$ cat src/cpu_consts.svh
`ifndef CPU_CONSTS_SVH
`define CPU_CONSTS_SVH

// ~~~~~~~~~~~~~~~~~~~~~~~~~~~~~~~~~~~~~~~~~~~~~~~~~~~~~~~~~~~~
// Strobe levels
// ~~~~~~~~~~~~~~~~~~~~~~~~~~~~~~~~~~~~~~~~~~~~~~~~~~~~~~~~~~~~
`define READ_ENABLE    1'b1
`define READ_DISABLE   1'b0
`define WRITE_ENABLE   1'b1
`define WRITE_DISABLE  1'b0

`define ZERO_WORD      32'h0000_0000

// ~~~~~~~~~~~~~~~~~~~~~~~~~~~~~~~~~~~~~~~~~~~~~~~~~~~~~~~~~~~~
// Access width codes (func3)
// ~~~~~~~~~~~~~~~~~~~~~~~~~~~~~~~~~~~~~~~~~~~~~~~~~~~~~~~~~~~~
// Load encodings.
`define OP_LB          3'd0
`define OP_LH          3'd1
`define OP_LW          3'd2
`define OP_LBU         3'd4
`define OP_LHU         3'd5

// Store encodings overlap the signed loads.
`define OP_SB          3'd0
`define OP_SH          3'd1
`define OP_SW          3'd2

// ~~~~~~~~~~~~~~~~~~~~~~~~~~~~~~~~~~~~~~~~~~~~~~~~~~~~~~~~~~~~
// Data memory size
// ~~~~~~~~~~~~~~~~~~~~~~~~~~~~~~~~~~~~~~~~~~~~~~~~~~~~~~~~~~~~
`define DATA_RAM_WORDS 256  // 1 KiB of data RAM.

`endif

$ cat src/cpu_pkg.sv
`default_nettype none

package cpu_pkg;

  // Register file word, also used for addresses.
  typedef logic [31:0] reg_t;

  // Access width code from the instruction.
  typedef logic [2:0] func3_t;

  // Destination register number.
  typedef logic [4:0] regaddr_t;

  // Byte lane write enables, bit 3 is the top lane.
  typedef logic [3:0] byte_en_t;

endpackage

`default_nettype wire

$ cat src/load_align.sv
`default_nettype none

`include "cpu_consts.svh"

module load_align (
  input  cpu_pkg::reg_t   rdata_i,
  input  cpu_pkg::func3_t func3_i,
  input  logic [1:0]      offset_i,

  output cpu_pkg::reg_t   load_data_o
);

  logic [7:0]  byte_sel;
  logic [15:0] half_sel;

  // Byte picked by the low address bits.
  always_comb begin
    case (offset_i)
      2'b00:   byte_sel = rdata_i[7:0];
      2'b01:   byte_sel = rdata_i[15:8];
      2'b10:   byte_sel = rdata_i[23:16];
      default: byte_sel = rdata_i[31:24];
    endcase
  end

  // Halfword picked by bit 1 only.
  assign half_sel = offset_i[1] ? rdata_i[31:16] : rdata_i[15:0];

  // ~~~~~~~~~~~~~~~~~~~~~~~~~~~~~~~~~~~~~~~~~~~~~~~~~~~~~~~~~~~~
  // Sign and zero extension
  // ~~~~~~~~~~~~~~~~~~~~~~~~~~~~~~~~~~~~~~~~~~~~~~~~~~~~~~~~~~~~
  always_comb begin
    case (func3_i)
      `OP_LW: begin
        load_data_o = rdata_i;
      end
      `OP_LH: begin
        load_data_o = {{16{half_sel[15]}}, half_sel};
      end
      `OP_LHU: begin
        load_data_o = {16'b0, half_sel};
      end
      `OP_LB: begin
        load_data_o = {{24{byte_sel[7]}}, byte_sel};
      end
      `OP_LBU: begin
        load_data_o = {24'b0, byte_sel};
      end
      default: begin
        load_data_o = `ZERO_WORD;  // Reserved width codes.
      end
    endcase
  end

endmodule

`default_nettype wire

$ cat config.mk
export PLATFORM = sky130hd
export DESIGN_NAME = load_align
export DESIGN_NICKNAME = d
export VERILOG_FILES = /design/src/cpu_pkg.sv /design/src/load_align.sv
export VERILOG_INCLUDE_DIRS = /design/src
export SDC_FILE = /design/constraint.sdc
export NUM_CORES = 1
export LEC_CHECK = 0
export ABC_CLOCK_PERIOD_IN_PS = 1400
export BUFFER_PORTS_ARGS = -buffer_cell sky130_fd_sc_hd__buf_4
export CAP_MARGIN = 20
export CORE_MARGIN = 8
export CORE_UTILIZATION = 30
export DETAILED_ROUTE_END_ITERATION = 6
export PLACE_DENSITY_LB_ADDON = 0.1
export SYNTH_ARGS = -nofsm -noshare
export SYNTH_HDL_FRONTEND = slang
export SYNTH_SLANG_ARGS = --single-unit
$ cat constraint.sdc
create_clock -name vclk -period 1.4
set_input_delay 0.07 -clock vclk [all_inputs]
set_output_delay 0.07 -clock vclk [all_outputs]
set_load 0.1 [all_outputs]
Word level (Yosys, flattened, before mapping)
Index checks and enable logic that the tools add are counted.
Storage, ports and cells
  bits in registers: 0
  bits in latches: 0
  memory bits (writable): 0
  ROM bits: 0
  input port bits: 37
  output and inout port bits: 32
  logic and storage cells: 11
  memories: 0
Operators by class
  $add $sub $neg: 0
  multiply operators: 0
  div/mod/pow operators: 0
  magnitude comparators: 0
  equality and inequality tests: 6
  shift-type cells: 0
  muxes and demuxes: 3
  bitwise gates (word level): 0
  reductions and logical operators: 2
Operators by type and width (count)
  32-bit one-hot mux with 5 select lines: 1
  8-bit one-hot mux with 3 select lines: 1
  16-bit two-way mux: 1
  3-bit == test (second input constant): 2
  3-bit by 1-bit == test with 1-bit output (second input constant): 1
  3-bit by 2-bit == test with 1-bit output (second input constant): 1
  3-bit zero test: 1
  2-bit by 1-bit == test with 1-bit output (second input constant): 1
  2-bit == test (second input constant): 1
  2-bit zero test: 1

Depth between registers and ports, before layout
  word-level depth: 3
  mapped depth: 5
  gate-level depth less buffers: 3

Worst setup path after synthesis
OpenSTA, ideal clock, no wires.
  kind: input to output
  start: in offset_i[1]
  end: out load_data_o[15]
  data arrival time: 1.829 ns
  required time: 1.330 ns
  path slack: -0.499 ns
  stages: 4
  path buffers: 1
  cell sequence: buf_4 > or4_4 > o22ai_4 > a311o_1
Between the ends
  cells in the longest elaborated chain, start to end: 3
  elaborated cells between the ends (all ways): 6
  those cells by class: eq/ne: 2; mux: 3; reduce/logical: 1
Ends and longest elaborated chain
  from (decl): RTL line load_align.sv:8  | input logic [1:0] offset_i,
  2-bit == test (tied with other cells): RTL line load_align.sv:18  | case (offset_i)
  8-bit one-hot mux with 3 select lines: RTL line load_align.sv:18
  32-bit one-hot mux with 5 select lines *: RTL line load_align.sv:33  | case (func3_i)
  to (decl): RTL line load_align.sv:10  | output cpu_pkg::reg_t load_data_o
Every way passes the cells marked *; elsewhere a longest branch is shown, timed or not.

Worst setup path after layout
  start: in func3_i[0]
  end: out load_data_o[15]
Between the ends
  cells in the longest elaborated chain, start to end: 2
  elaborated cells between the ends (all ways): 6
  those cells by class: eq/ne: 4; mux: 1; reduce/logical: 1
Ends and longest elaborated chain
  from (decl): RTL line load_align.sv:7  | input cpu_pkg::func3_t func3_i,
  3-bit == test (tied with other cells): RTL line load_align.sv:33
  32-bit one-hot mux with 5 select lines *: RTL line load_align.sv:33
Marked as above.

==> results by group <==
Status
  • Status: complete, but fails checks
  • Failing checks: setup timing

Power and ir drop
  • Maximum vdd drop: just over 500 uV
  • Pwr Density: 711 nW/um^2
  • Leak: about 0.87 nW

Synthesis
  • Share of the synthesized area in the top cell type: roughly an eighth
  • Synth top area cells: a221o_1 (13%), mux2i_1 (13%), a21o_1 (11%), a21o_2 (7.4%), nor2b_1 (7.1%)
  • Register area share after synthesis: 0%
  • Cells after Synth: 84
  • Synth area leader: a221o_1
  • Yosys Warn Count: 0
  • Post-synth net total: approximately 120
  • Cell variety after synth: 29
  • Post-Syn Area: 707 sq um
  • Syn Area/Cell: between 8 and 9 sq um

Timing
  • Fmax: 675 MHz
  • Fin crit share: 106%
  • Worst slew margin: 72.7%
  • Setup violations, final: 24
  • Max-slew violations: 0
  • Post-route worst setup slack: -82.6 ps
  • Final hold vios: 0
  • RSZ-0062 raised after global routing: true
  • Worst hold slack: between 500 and 600 ps
  • Minimum clock period: about 1500 ps
  • Worst slew pin tran: around 400 ps

Cells and area
  • Fin util: 84.6%
  • Layout Nets: just under 200
  • Fillers: 113
  • Layout cells sized above 1: 83.1%
  • Synthesis-to-finish area growth: 165%
  • Clkbuf count: 0
  • # diodes: 0
  • Multi-input logic area: 831 sq um
  • FFs & Latches: 0
  • Area occupied by registers: 0 sq um

Global routing
  • Vias in the first global route: 1204
  • Global-route wire length before repair: roughly 6400 um
  • Global-route usage over all layers: 18.6%
  • Initial antenna violation count: 0
  • GRT Residual Overflow: 0
  • Largest net degree at the start of global routing: 12

Placement
  • Routability cong.: 0.849
  • Half-perimeter wire length after placement: between 2000 and 3000 um
  • I/O Buffers: 69

Job
  • Max-cap violations: 0

Floorplan
  • Core Region: approximately 2200 sq um
  • Horiz. Die Dim: approximately 65 um
  • IO Pins: 69
  • Die ar.: approximately 4200 sq um
  • Die H: between 60 and 70 um
  • Cell Rows: 17
  • Starting density of the core: between 30% and 40%

Worst setup path
  • Critical path class: input port to primary output
  • Worst setup SP type: input port
  • Nature of the critical path endpoint: primary output
  • CP max FO: 8
  • Crit path DAT: 1410 ps
  • Critical Path RT: 1330 ps

Detailed routing
  • Initial drt markers: 73
  • Router iterations before antenna repair: 4
  • DRT Wirelength: 4100 um
  • Wirelength per Cell: 21.8 um
  • Routed vias: 1066
  • Vias per cell: between 5 and 6
  • Drt drc: 0
  • Final ANT Viol Nets: 0

Hold path
  • Tightest Hold Check Type: input port to primary output
  • Hold Crit Start: rdata_i[24]
  • Hold EP: load_data_o[24]
  • Hold Crit Depth: 3

Clocking
  • Hold buffers post-CTS: 0
layer usage:
metal  wire, um  track usage (%)  up-vias  share of wire [%]
met2       2270             36.5       47                 55
met4         70             2.45        0                1.7
met3        190             3.09        4                4.6
met1       1570             20.5      521                 38
li1           -                -      494                  -
met5          0                0        -                  0
final cells by class:
| type | count | area share [%] |
|---|---|---|
| multi-input cells | 75 | 44.4 |
| well taps | 28 | 1.87 |
| repair buffers | 85 | 53.7 |
synthesized netlist by cell type (all sizes together):
master / instances
a211o: 5
a21o: 16
a221o: 9
a311o: 1
and2b: 1
buf: 7
clkbuf: 2
mux2: 2
mux2i: 9
nand3: 2
nor2: 6
nor2b: 8
nor3b: 3
o21a: 1
o21ai: 1
o21bai: 1
o22ai: 1
o32a: 1
o32ai: 1
or2: 2
or3b: 2
or4: 2
or4b: 1
cell families after synthesis:
logic type             count (synthesis)  share of synthesized area (%)
buffers and inverters                  9                           8.32
AND/OR/NAND/NOR                       27                           26.4
AO/OA/AOI/OAI                         37                           49.4
multiplexers                          11                           15.9
critical path, cell delays in order:
cell and delay [ps]:
buf_8 110, or4_4 540, o22ai_4 310, a311o_2 200, buf_12 170
worst max path at each step:
stage               slack [ps]  cells past startpoint         from         endpoint
floorplan                 -110                      4  offset_i[1]  load_data_o[15]
global placement          -250                      5   func3_i[1]   load_data_o[4]
detailed placement        -300                      5   func3_i[1]   load_data_o[3]
CTS                        -70                      5   func3_i[0]   load_data_o[8]
global route              -120                      5   func3_i[0]   load_data_o[8]
finish                     -80                      5   func3_i[0]  load_data_o[15]
report_power, final:
group	total, mW	switching, mW	internal [mW]
Clock	0	0	0
Sequential	0	0	0
Combinational	1.33	0.824	0.506
what timing repair did:
action / in CTS / in global routing
pin swaps: 10 / 2
setup buffers: 1 / 0
hold endpoints to repair: 0 / 0
resized for setup: 105 / 5
setup endpoints to repair: 32 / 28
placed cells by master, fill, tap and decap left out, drive strengths merged:
cell type  netlist  routed
a21o            16      16
o32a             1       1
nor2b            8       8
or3b             2       2
or4b             1       1
o21bai           1       1
nor2             6       6
o21ai            1       1
and2b            1       1
o32ai            1       1
a221o            9       9
o22ai            1       1
o21a             1       1
or4              2       2
nand3            2       2
a211o            5       5
a311o            1       1
mux2i            9       9
buf              7      85
or2              2       2
nor3b            3       3
mux2             2       2
stage by stage:
| stage | area [sq um] | TNS (ps) | setup WS, ps | instances | total power, mW |
|---|---|---|---|---|---|
| CTS | 1850 | -683 | -67.4 | 188 | 1.31 |
| global route | 1870 | -1610 | -117 | 188 | 1.36 |
| finish | 1870 | -649 | -82.6 | 188 | 1.33 |
| global placement | 1380 | -5030 | -251 | 187 | 1.05 |
| floorplan | 778 | -2060 | -108 | 84 | 0.800 |
| detailed placement | 1380 | -5390 | -300 | 187 | 1.06 |
(Power assumes the default switching activity.)
