## src/cpu_consts.svh

```systemverilog
`ifndef CPU_CONSTS_SVH
`define CPU_CONSTS_SVH

// ~~~~~~~~~~~~~~~~~~~~~~~~~~~~~~~~~~~~~~~~~~~~~~~~~~~~~~~~~~~~
// Strobe levels
// ~~~~~~~~~~~~~~~~~~~~~~~~~~~~~~~~~~~~~~~~~~~~~~~~~~~~~~~~~~~~
`define READ_ENABLE    1'b1
`define READ_DISABLE   1'b0
`define WRITE_ENABLE   1'b1
`define WRITE_DISABLE  1'b0

`define ZERO_WORD      32'h0000_0000

// ~~~~~~~~~~~~~~~~~~~~~~~~~~~~~~~~~~~~~~~~~~~~~~~~~~~~~~~~~~~~
// Access width codes (func3)
// ~~~~~~~~~~~~~~~~~~~~~~~~~~~~~~~~~~~~~~~~~~~~~~~~~~~~~~~~~~~~
// Load encodings.
`define OP_LB          3'd0
`define OP_LH          3'd1
`define OP_LW          3'd2
`define OP_LBU         3'd4
`define OP_LHU         3'd5

// Store encodings overlap the signed loads.
`define OP_SB          3'd0
`define OP_SH          3'd1
`define OP_SW          3'd2

// ~~~~~~~~~~~~~~~~~~~~~~~~~~~~~~~~~~~~~~~~~~~~~~~~~~~~~~~~~~~~
// Data memory size
// ~~~~~~~~~~~~~~~~~~~~~~~~~~~~~~~~~~~~~~~~~~~~~~~~~~~~~~~~~~~~
`define DATA_RAM_WORDS 256  // 1 KiB of data RAM.

`endif

```

## src/cpu_pkg.sv

```systemverilog
`default_nettype none

package cpu_pkg;

  // Register file word, also used for addresses.
  typedef logic [31:0] reg_t;

  // Access width code from the instruction.
  typedef logic [2:0] func3_t;

  // Destination register number.
  typedef logic [4:0] regaddr_t;

  // Byte lane write enables, bit 3 is the top lane.
  typedef logic [3:0] byte_en_t;

endpackage

`default_nettype wire

```

## src/mem.sv

```systemverilog
`default_nettype none

`include "cpu_consts.svh"

module mem (
  input  logic              memrd_i,
  input  logic              memwr_i,
  input  cpu_pkg::reg_t     wreg_data_i,
  input  cpu_pkg::reg_t     wdata_i,
  input  logic              wb_mem2reg_i,
  input  cpu_pkg::func3_t   func3_i,

  output logic              data_read_o,
  output logic              data_write_o,
  output cpu_pkg::byte_en_t data_write_type_o,
  output cpu_pkg::reg_t     data_write_addr_o,
  output cpu_pkg::reg_t     data_out_o
);

  cpu_pkg::reg_t memaddr;

  assign memaddr = wreg_data_i;  // ALU result is the address.

  always_comb begin
    data_read_o       = `READ_DISABLE;
    data_write_o      = `WRITE_DISABLE;
    data_write_type_o = '0;
    data_write_addr_o = `ZERO_WORD;
    data_out_o        = `ZERO_WORD;

    if (memrd_i == `READ_ENABLE && memwr_i == `WRITE_DISABLE) begin  // Load.
      data_read_o       = `READ_ENABLE;
      data_write_addr_o = memaddr;
    end else if (memrd_i == `READ_DISABLE && memwr_i == `WRITE_ENABLE) begin  // Store.
      data_write_o      = `WRITE_ENABLE;
      data_write_addr_o = memaddr;

      // ~~~~~~~~~~~~~~~~~~~~~~~~~~~~~~~~~~~~~~~~~~~~~~~~~~~~~~~~~~~~
      // Lane select and data shift
      // ~~~~~~~~~~~~~~~~~~~~~~~~~~~~~~~~~~~~~~~~~~~~~~~~~~~~~~~~~~~~
      case (func3_i)
        `OP_SW: begin
          data_write_type_o = 4'b1111;
          data_out_o        = wdata_i;
        end
        `OP_SH: begin
          if (memaddr[1]) begin
            data_write_type_o = 4'b1100;  // Upper halfword.
            data_out_o        = {wdata_i[15:0], 16'b0};
          end else begin
            data_write_type_o = 4'b0011;  // Lower halfword.
            data_out_o        = {16'b0, wdata_i[15:0]};
          end
        end
        `OP_SB: begin
          case (memaddr[1:0])
            2'b00: begin
              data_write_type_o = 4'b0001;
              data_out_o        = {24'b0, wdata_i[7:0]};
            end
            2'b01: begin
              data_write_type_o = 4'b0010;
              data_out_o        = {16'b0, wdata_i[7:0], 8'b0};
            end
            2'b10: begin
              data_write_type_o = 4'b0100;
              data_out_o        = {8'b0, wdata_i[7:0], 16'b0};
            end
            default: begin
              data_write_type_o = 4'b1000;
              data_out_o        = {wdata_i[7:0], 24'b0};
            end
          endcase
        end
        default: begin
          // Unknown width writes nothing.
          data_write_type_o = 4'b0000;
          data_out_o        = wdata_i;
        end
      endcase
    end
  end

endmodule

`default_nettype wire

```

## config.mk

```make
export PLATFORM = sky130hd
export DESIGN_NAME = mem
export DESIGN_NICKNAME = d
export VERILOG_FILES = /design/src/cpu_pkg.sv /design/src/mem.sv
export VERILOG_INCLUDE_DIRS = /design/src
export SDC_FILE = /design/constraint.sdc
export NUM_CORES = 1
export LEC_CHECK = 0
export BUFFER_PORTS_ARGS = -buffer_cell sky130_fd_sc_hd__buf_2
export CORE_MARGIN = 4
export CORE_UTILIZATION = 27
export DETAILED_ROUTE_END_ITERATION = 6
export GPL_ROUTABILITY_DRIVEN = 1
export GPL_TIMING_DRIVEN = 1
export PLACE_DENSITY = 0.8
export SYNTH_ARGS = -nofsm -noshare
export SYNTH_HDL_FRONTEND = slang
export SYNTH_SLANG_ARGS = --single-unit
```

## constraint.sdc

```tcl
create_clock -name vclk -period 1.4
set_clock_uncertainty 0.15 [all_clocks]
set_input_delay 0.14 -clock vclk [all_inputs]
set_output_delay 0.14 -clock vclk [all_outputs]
set_load 0.05 [all_outputs]
```

==> impl_results.md, run 1 <==
- Worst EP post-GRT repair: data_out_o[29]
- Final Wtd Congestion: 0.831
- Area share of the largest cell type after synthesis: 22.3%
- Post-Syn Area per Cell: 6.14 sq um
- Fail Step: 5_1_grt
- Synth area leaders: and2_1, a21oi_1, a221o_1
- Top cell type by total area after synthesis: and2_1
- Worst_ep kind: primary output
- Seq/Total Area, Yosys: 0%
- Yosys synthesis warning count: 0
- Initial core utilization: 28.9%
- DP HPWL: 4.42 mm
- Post-synth cell types: 25
- Largest net degree at the start of global routing: 17
- Error msg: [ERROR GRT-0232] Routing congestion too high. Check the congestion heatmap in the GUI.
- Antenna violations before repair: 3
- Port buffer count: 139
- Area of the mapped netlist: 896 sq um
- IO Count: 140
- Placed Cells: 347
- Total GRT Usage: 71.1%
- Grt ovf: 53
- Die Span Y: 65.6 microns
- Standard-cell rows: 20
- Die Wd: 65.6 microns
- Post-CTS Hold Buffers: 0
- Mapped Nets: 216
- Status: aborted with a tool error
- Gate Count Post-Synth: 146
[metal layers]
metal | overflow | global-route usage [%]
met1 | 1 | 67.2
met2 | 23 | 91.9
met4 | 29 | 87.6
met5 | 0 | 0
met3 | 0 | 47.5
[cell families after synthesis]
kind of cell / share of synthesized area (%)
AO/OA/AOI/OAI: 27.8
buffers and inverters: 11.7
AND/OR/NAND/NOR: 60.5
[cells in the mapped netlist (2+ instances only)]
cell type	n
nor2_1	4
nand3_1	9
a221o_1	7
and3_1	8
o21ai_0	8
nand2b_1	2
buf_4	2
inv_1	2
buf_6	3
nand4_1	8
nor3b_1	8
o21a_1	2
clkbuf_1	5
nor2b_1	4
buf_2	6
or2_1	2
and2_1	32
a21oi_1	18
nand2_1	10
[through the flow]
stage          utilization, %  hold slack (ns)  setup WS (ns)  instance area, sq um  setup TNS, ns
4_1_cts                  91.7            0.480         -0.150                  2850          -2.23
3_5_place_dp             71.6            0.541         -0.289                  2220         -11.85
3_3_place_gp             71.6            0.544         -0.270                  2220         -10.78
2_1_floorplan               -            0.190         -0.194                  1350          -5.49
[timing repair]
item                                    in CTS
resized for setup                          184
cloned                                       4
endpoints found under the setup margin      68
pin swaps                                   31
endpoints found under the hold margin        0
setup buffers                                0
==> run 2: changes to the inputs <==
Settings changed: CORE_AREA set to 4 4 65 67, CORE_MARGIN 4 to unset, CORE_UTILIZATION 27 to unset, DIE_AREA set to 0 0 69 71, PLACE_DENSITY 0.8 to unset, PLACE_DENSITY_LB_ADDON set to 0.15.
Clock period 1.4 ns to 1.8 ns, I/O delays scaled along.
==> run 2 against run 1 <==
Effect of this change: the flow now finishes without violations; synthesized cell count stayed put; synthesized area did not move.
==> impl_results.md, run 2 <==
- Crit path DAT: 1.43 ns
- Hold_sp: memwr_i
- Grt ovf: 0
- IO Count: 140 (unchanged)
- DRC Markers: 0
- Worst-margin pin slew: 0.310 ns
- Hold WS: 0.558 ns
- Vias in the first global route: 1554
- Most common cell after layout, fill and taps aside: buf_2
- Post-synth cell types: 25 (unchanged)
- Pre-CTS setup slack: -0.0410 ns (+0.248 ns)
- Detailed Routing Iterations Pass 1: 4
- Initial core utilization: 24.7% (-4.2 points)
- Total GRT Usage: 17.6%
- Final hold violations: 0
- Area share of the largest cell type after synthesis: 22.3% (unchanged)
- FMAX: 0.568 GHz
- Critical path class: input pin to output port
- First-pass GRT wire length: 7.44 mm
- Critical Path Source: func3_i[1]
- Die Span Y: 71 microns (+8.2%)
- Routed Antenna Nets: 0
- Leak: 1.06 nW
- Mapped Nets: 216 (unchanged)
- Max-cap viol count: 0
- Layout cells sized above 1: 75.2%
- Combinational share of power: 100.0%
- # Post-CTS Setup Buffers: 0 (unchanged)
- Die area: 4900 sq um
- Die Wd: 69 microns (+5.2%)
- Final Wtd Congestion: 0.794 (-4.5%)
- Area of the mapped netlist: 896 sq um (unchanged)
- Final Cycle Share: 97.8%
- Nets: 358
- DP HPWL: 4.14 mm (-6.4%)
- Routed Wire Length: 4.80 mm
- Maximum fanout along the worst path: 13
- Storage cell area: 0 sq um
- Largest net degree at the start of global routing: 32
- Final Setup Violations: 0
- Port buffer count: 139 (unchanged)
- Synth area leaders: and2_1, a21oi_1, a221o_1
- Critical Path RT: 1.47 ns
- Antenna violations before repair: 0
- Worst slew margin: 79.3%
- Post-route minimum period: 1.76 ns
- Post-CTS Hold Buffers: 0 (unchanged)
- Routed vias: 1619
- Top cell type by total area after synthesis: and2_1
- Num sequential: 0
- Synthesis-to-layout area growth: 108%
- CP Capture Type: output port
- Wire per inst: 14.4 microns
- Initial DRC count: 103
- P_int: 0.000214 W
- Share of power burned in registers: 0%
- Final worst setup slack: 0.0390 ns
- HP Class: input pin to output port
- Clkbuf count: 0
- PD cells: 358 nW/um^2
- DR vias/cell: 4.85
- Post-Syn Area per Cell: 6.14 sq um (unchanged)
- Switching share of total power: 67.9%
- Sum of negative setup slack: 0 ns
- VDD IR max: 0.133 mV
- Top cells by count, synth: and2_1, a21oi_1, nand2_1
- Critical Path Source Type: input pin
- Top-count cell post-synth: and2_1
- Seq/Total Area, Yosys: 0% (unchanged)
- Commonest non-fill, non-tap cells in the layout: buf_2, and2_2, buf_4, a21oi_2, nand2_1
- # diodes: 0
- Core ar.: 3630 sq um
- Status: finished clean
- Clk network pwr share: 0%
- Standard-cell rows: 22 (+10%)
- Final-report max-slew violation count: 0
- NetSw: 0.000453 W
- Yosys synthesis warning count: 0 (unchanged)
- Gate Count Post-Synth: 146 (unchanged)
-- run 2: cell counts after synthesis --
Identical to the previous run, type by type.
-- run 2: final timing paths --
path	end	cells after the start	slack, ns
max	data_out_o[24]	6	0.04
min	data_read_o	3	0.56
-- run 2: kinds of logic (layout without fill, tap and decap cells) --
logic type / count (synthesis) / after routing / share of synthesized area [%]
simple gates: 89 / 89 / 60.5
buf+inv: 18 / 158 / 11.7
compound gates: 39 / 39 / 27.8
-- run 2: power groups by stage --
stage	Clock (W)	Combinational (W)	Sequential, W
finish	0	0.000666	0
global route	0	0.000707	0
CTS	0	0.000660	0
detailed placement	0	0.000654	0
global placement	0	0.000650	0
floorplan	0	0.000453	0
-- run 2: worst max-delay path: stages --
cell     delay (ns)
buf_2          0.13
or2_4          0.27
buf_4          0.18
and3_1         0.18
a221o_2        0.30
buf_4          0.19
-- run 2: area by class of cell --
class | instances | area (sq um)
inverters | 2 | 7.51
fillers | 397 | 1770
repair buffers | 156 | 880
well taps | 48 | 60.1
multi-input cells | 128 | 915
-- run 2: through the flow --
| stage | cell area, sq um | std cells | utilization, % | power [W] |
|---|---|---|---|---|
| after floorplan | 998 | 146 | - | 0.000453 |
| after global placement | 1800 | 334 | 49.4 | 0.000650 |
| after detailed placement | 1800 | 334 | 49.4 | 0.000654 |
| after CTS | 1820 | 334 | 50.0 | 0.000660 |
| after global routing | 1860 | 334 | 51.2 | 0.000707 |
| final | 1860 | 334 | 51.2 | 0.000666 |
-- run 2: repair_timing --
action,4_1_cts,5_1_grt
setup endpoints to repair,7,54
cloned,0,0
gates resized for setup,7,20
-- run 2: routing by layer --
metal  global-route usage, %  vias to the layer above  share of wire (%)
met3                    3.27                        2                7.4
met2                    34.0                       69                 53
met1                    21.0                      743                 39
met4                    1.08                        0               0.46
met5                       0                        -                  0
li1                        -                      805                  -
Note: power is estimated with default switching activity, not from simulation.
==> run 3: changes to the inputs <==
--- a/config.mk
+++ b/config.mk
@@ -9,5 +9,5 @@
 export BUFFER_PORTS_ARGS = -buffer_cell sky130_fd_sc_hd__buf_2
-export CORE_AREA = 4 4 65 67
+export CORE_AREA = 2 2 63 65
 export DETAILED_ROUTE_END_ITERATION = 6
-export DIE_AREA = 0 0 69 71
+export DIE_AREA = 0 0 65 67
 export GPL_ROUTABILITY_DRIVEN = 1
@@ -15,2 +15,3 @@
 export PLACE_DENSITY_LB_ADDON = 0.15
+export REMOVE_ABC_BUFFERS = 1
 export SYNTH_ARGS = -nofsm -noshare
==> constraint.sdc (replaced) <==
create_clock -name vclk -period 1.8
set_clock_uncertainty 0.15 [all_clocks]
set_input_delay 0.09 -clock vclk [all_inputs]
set_output_delay 0.09 -clock vclk [all_outputs]
set_load 0.05 [all_outputs]
==> run 3 against run 2 <==
Effect of this change: utilization shrank 5.0 points; via count shrank 2.3%; non-clock buffer count fell by 3; cell count fell by 0.90%; sequential share of layout area did not move; critical path type unchanged; largest power group unchanged.
==> impl_results.md, run 3 (synthesis gave the netlist of run 2 again) <==
- RSZ-0062 raised after global routing: no
- Max-cap viol count: 0 (unchanged)
- Placement Cell Area: 1660 sq um (-7.7%)
- Critical Path RT: 1.56 ns (+0.09 ns)
- Die Span Y: 67 microns (-5.6%)
- IO Count: 140 (unchanged)
- Layout fillers: 418 (+5.3%)
- Core ar.: 3610 sq um (-0.76%)
- Crit path DAT: 1.42 ns (about the same)
- Hold Path Depth: 3 (unchanged)
- Worst path most repeated cell: buf_2
- DP HPWL: 3.58 mm (-14%)
- Post-CTS Hold Buffers: 0 (unchanged)
- Worst-margin pin slew: 0.427 ns (+0.118 ns)
- Post-route minimum period: 1.66 ns (-0.0995 ns)
- Die area: 4360 sq um (-11%)
- Vias in the first global route: 1356 (-13%)
- VDD IR max: 0.109 mV (-18%)
- Port buffer count: 139 (unchanged)
- DR vias/cell: 4.78 (-1.4%)
- Standard-cell rows: 22 (unchanged)
- Final Wtd Congestion: 0.716 (-9.8%)
- Routed vias: 1582 (-2.3%)
- Critical Path Source Type: input pin
- CP Capture Type: output port
- Worst slew margin: 71.5% (-7.8 points)
- Final Setup Violations: 0 (unchanged)
- Crit-path cells: buf_2, or2_1, buf_4, and3_1, a221o_1, buf_2
- Status: finished clean
- Max stage delay cell, worst path: or2_1
- Leak: 1.00 nW (-5.3%)
- Layout cells sized above 1: 55.1% (-20 points)
- CP top delay family: buffers and inverters
- Commonest non-fill, non-tap cells in the layout: buf_2, and2_1, a21oi_1, buf_4, nand2_1
- FMAX: 0.602 GHz (+6.0%)
- Die Wd: 65 microns (-5.8%)
- Hold EP: data_read_o
- Final design utilization: 46.2% (-5.0 points)
- Synthesis-to-layout area growth: 86.0%
- Final Cycle Share: 92.3% (-5.5 points)
- Most common cell after layout, fill and taps aside: buf_2
- Maximum fanout along the worst path: 12 (-1)
- Antenna violations before repair: 0 (unchanged)
- Total GRT Usage: 18.5% (+0.88 points)
- Clkbuf count: 0 (unchanged)
- # diodes: 0 (unchanged)
- Routed Antenna Nets: 0 (unchanged)
- Sum of negative setup slack: 0 ns (unchanged)
- CP bufs+invs: 3 (unchanged)
- HP Class: input pin to output port
- Final-report max-slew violation count: 0 (unchanged)
- Num sequential: 0 (unchanged)
- Initial core utilization: 24.8% (+0.19 points)
- Grt ovf: 0 (unchanged)
- Critical path class: input pin to output port
- Detailed Routing Iterations Pass 1: 4 (unchanged)
- CP peak stage delay: 0.32 ns (+0.02 ns)
- DRC Markers: 0 (unchanged)
- PD cells: 369 nW/um^2 (+3.0%)
- Final Cell Area: 1670 sq um (-10%)
- Storage cell area: 0 sq um (unchanged)
- Initial DRC count: 48 (-53%)
- Hold_sp: memwr_i
- Wire per inst: 13.1 microns (-8.8%)
- Final hold violations: 0 (unchanged)
- Routed Wire Length: 4.34 mm (-9.6%)
- Nets: 355 (-0.84%)
- Multi-input gate area: 798 sq um (-13%)
- Largest net degree at the start of global routing: 33 (+3.1%)
- First-pass GRT wire length: 6.48 mm (-13%)
[run 3: area by class of cell]
class	count	area share, %
inverter	2	0.450
timing repair buffer	153	48.0
multi-input combinational	128	47.9
tap	48	3.60
[run 3: worst max-delay path by stage]
| stage | startpoint | end | slack, ns | cells past startpoint |
|---|---|---|---|---|
| 2_1_floorplan | memrd_i | data_write_addr_o[0] | -0.52 | 4 |
| 3_3_place_gp | func3_i[1] | data_out_o[0] | 0.06 | 6 |
| 3_5_place_dp | func3_i[1] | data_out_o[7] | 0.05 | 6 |
| 4_1_cts | func3_i[1] | data_out_o[7] | 0.04 | 6 |
| 5_1_grt | func3_i[0] | data_out_o[7] | 0.04 | 5 |
| 6_report | func3_i[1] | data_out_o[30] | 0.14 | 6 |
[run 3: report_power, final]
group	leakage, nW	internal (W)	switching (W)
clock network	0	0	0
registers	0	0	0
logic	1.00	0.000180	0.000434
total	1.00	0.000180	0.000434
[run 3: per-layer routing]
layer | part of all wire [%] | track usage [%]
met5 | 0 | 0
met4 | 0 | 0
met3 | 11 | 3.89
met2 | 50 | 35.6
met1 | 39 | 22.2
[run 3: what timing repair did]
item / CTS / global route
setup endpoints to repair: 0 / 8
setup buffers: 0 / 0
gates resized for setup: 0 / 1
[run 3: stage by stage]
step                std cells  total power (W)  worst slack [ns]  hold slack, ns
detailed placement        331         0.000616            0.0493           0.369
global route              331         0.000656            0.0397           0.393
global placement          331         0.000615            0.0574           0.363
floorplan                 130         0.000403            -0.516           0.207
CTS                       331         0.000617            0.0427           0.369
finish                    331         0.000614             0.138           0.365
==> run 4: changes to the inputs <==
Clock period 1.8 ns to 2.1 ns, I/O delays scaled along.
==> run 4 against run 3 <==
Effect of this change: via count fell by 2.7%; critical path depth shrank 1; setup slack better by 0.21 ns; clock-buffer cell count stayed put; first-iteration DRC count decreased by 4.2%.
==> impl_results.md, run 4 (synthesis gave the netlist of run 2 again) <==
- Status: finished clean
- Hold_sp: memwr_i
- Final-report max-slew violation count: 0 (unchanged)
- Total GRT Usage: 17.5% (-0.96 points)
- CP top delay family: simple AND/OR/NAND/NOR gates
- Routed Wire Length: 4.27 mm (-1.6%)
- Crit-path cells: buf_2, or2_1, nor3_2, a221o_1, buf_2
- Crit path DAT: 1.50 ns (+0.08 ns)
- RSZ-0062 raised after global routing: no
- Leak: 0.978 nW (-2.6%)
- Critical path class: input pin to output port
- Routed vias: 1540 (-2.7%)
- # diodes: 0 (unchanged)
- Num sequential: 0 (unchanged)
- Storage cell area: 0 sq um (unchanged)
- Final design utilization: 45.0% (-1.2 points)
- Synthesis-to-layout area growth: 81.0%
- Die Span Y: 67 microns (unchanged)
- Final Cycle Share: 83.6%
- Worst path most repeated cell: buf_2
- Final hold violations: 0 (unchanged)
- Max stage delay cell, worst path: nor3_2
- CP peak stage delay: 0.42 ns (+0.10 ns)
- Worst-margin pin slew: 0.530 ns (+0.103 ns)
- VDD IR max: 0.0914 mV (-16%)
- Port buffer count: 139 (unchanged)
- Tot Pwr: 0.000518 W (-16%)
- Largest net degree at the start of global routing: 33 (unchanged)
- Grt ovf: 0 (unchanged)
- Final Wtd Congestion: 0.707 (-1.2%)
- Critical Path Source: func3_i[1]
- Vias in the first global route: 1343 (-0.96%)
- Wire per inst: 13.1 microns (-0.13%)
- Met3 capacity usage during global routing: 3.55% (-0.34 points)
- Nets: 350 (-1.4%)
- Worst slew margin: 64.6% (-6.9 points)
- Post-CTS Hold Buffers: 0 (unchanged)
- Initial core utilization: 24.8% (unchanged)
- Antenna violations before repair: 0 (unchanged)
- Critical Path RT: 1.85 ns (+0.29 ns)
- Routed Antenna Nets: 0 (unchanged)
- DRC Markers: 0 (unchanged)
- Die Wd: 65 microns (unchanged)
- Initial DRC count: 46 (-4.2%)
- Commonest non-fill, non-tap cells in the layout: buf_2, and2_1, a21oi_1, nand2_1
- Die area: 4360 sq um (unchanged)
- Standard-cell rows: 22 (unchanged)
- DR vias/cell: 4.72 (-1.2%)
- Met1 usage: 18.7% (-3.5 points)
- FMAX: 0.570 GHz
- CP Capture Type: output port
- Core ar.: 3610 sq um (unchanged)
- Layout cells sized above 1: 54.3% (-0.81 points)
- DP HPWL: 3.48 mm (-2.8%)
- Most common cell after layout, fill and taps aside: buf_2
- # resized after CTS: 0 (unchanged)
- Most used routing layer: met2
- Max-cap viol count: 0 (unchanged)
- First-pass GRT wire length: 6.18 mm (-4.7%)
- Layout fillers: 415 (-0.72%)
- HP Class: input pin to output port
- # Post-CTS Setup Buffers: 0 (unchanged)
- Met2 usage: 36.3% (+0.77 points)
- Maximum fanout along the worst path: 8 (-4)
- Multi-input gate area: 791 sq um (-0.94%)
- Clkbuf count: 0 (unchanged)
- Final worst setup slack: 0.345 ns (+0.206 ns)
- Critical Path Source Type: input pin
- Final Setup Violations: 0 (unchanged)
- CP bufs+invs: 2 (-1)
- Detailed Routing Iterations Pass 1: 4 (unchanged)
- Post-route minimum period: 1.76 ns
- PD cells: 319 nW/um^2 (-13%)
- Pre-CTS setup slack: 0.329 ns (+0.280 ns)
- IO Count: 140 (unchanged)
-- run 4: report_power, final --
group          total, W  internal (W)  switching (W)
clock network         0             0              0
registers             0             0              0
logic          0.000518      0.000149       0.000369
total          0.000518      0.000149       0.000369
-- run 4: worst min-delay path, cell delays in order --
cell,delay (ns)
buf_2,0.09
nor2b_1,0.04
buf_2,0.20
-- run 4: area by class of cell --
type	count	share of cell area (%)
Timing Repair Buffer	148	47.1
Multi-Input combinational cell	128	48.8
Tap cell	48	3.70
Inverter	2	0.463
-- run 4: path summary, 6_finish.rpt --
kind / slack [ns] / cells past startpoint / endpoint
worst max-delay path: 0.34 / 5 / data_out_o[24]
worst min-delay path: 0.39 / 3 / data_read_o
-- run 4: layer usage --
metal | share of wire [%] | vias to the layer above | wire, microns
li1 | - | 786 | -
met1 | 38 | 655 | 1610
met2 | 50 | 96 | 2130
met3 | 12 | 3 | 502
met4 | 0.73 | 0 | 31
met5 | 0 | - | 0
-- run 4: metrics by stage --
| step | hold WS (ns) | TNS (ns) | area [sq um] | std cells |
|---|---|---|---|---|
| final | 0.394 | 0 | 1620 | 326 |
| after global routing | 0.422 | 0 | 1620 | 326 |
| after CTS | 0.398 | 0 | 1620 | 326 |
| after detailed placement | 0.398 | 0 | 1620 | 326 |
| after global placement | 0.393 | 0 | 1620 | 326 |
| after floorplan | 0.237 | -9.11 | 798 | 130 |
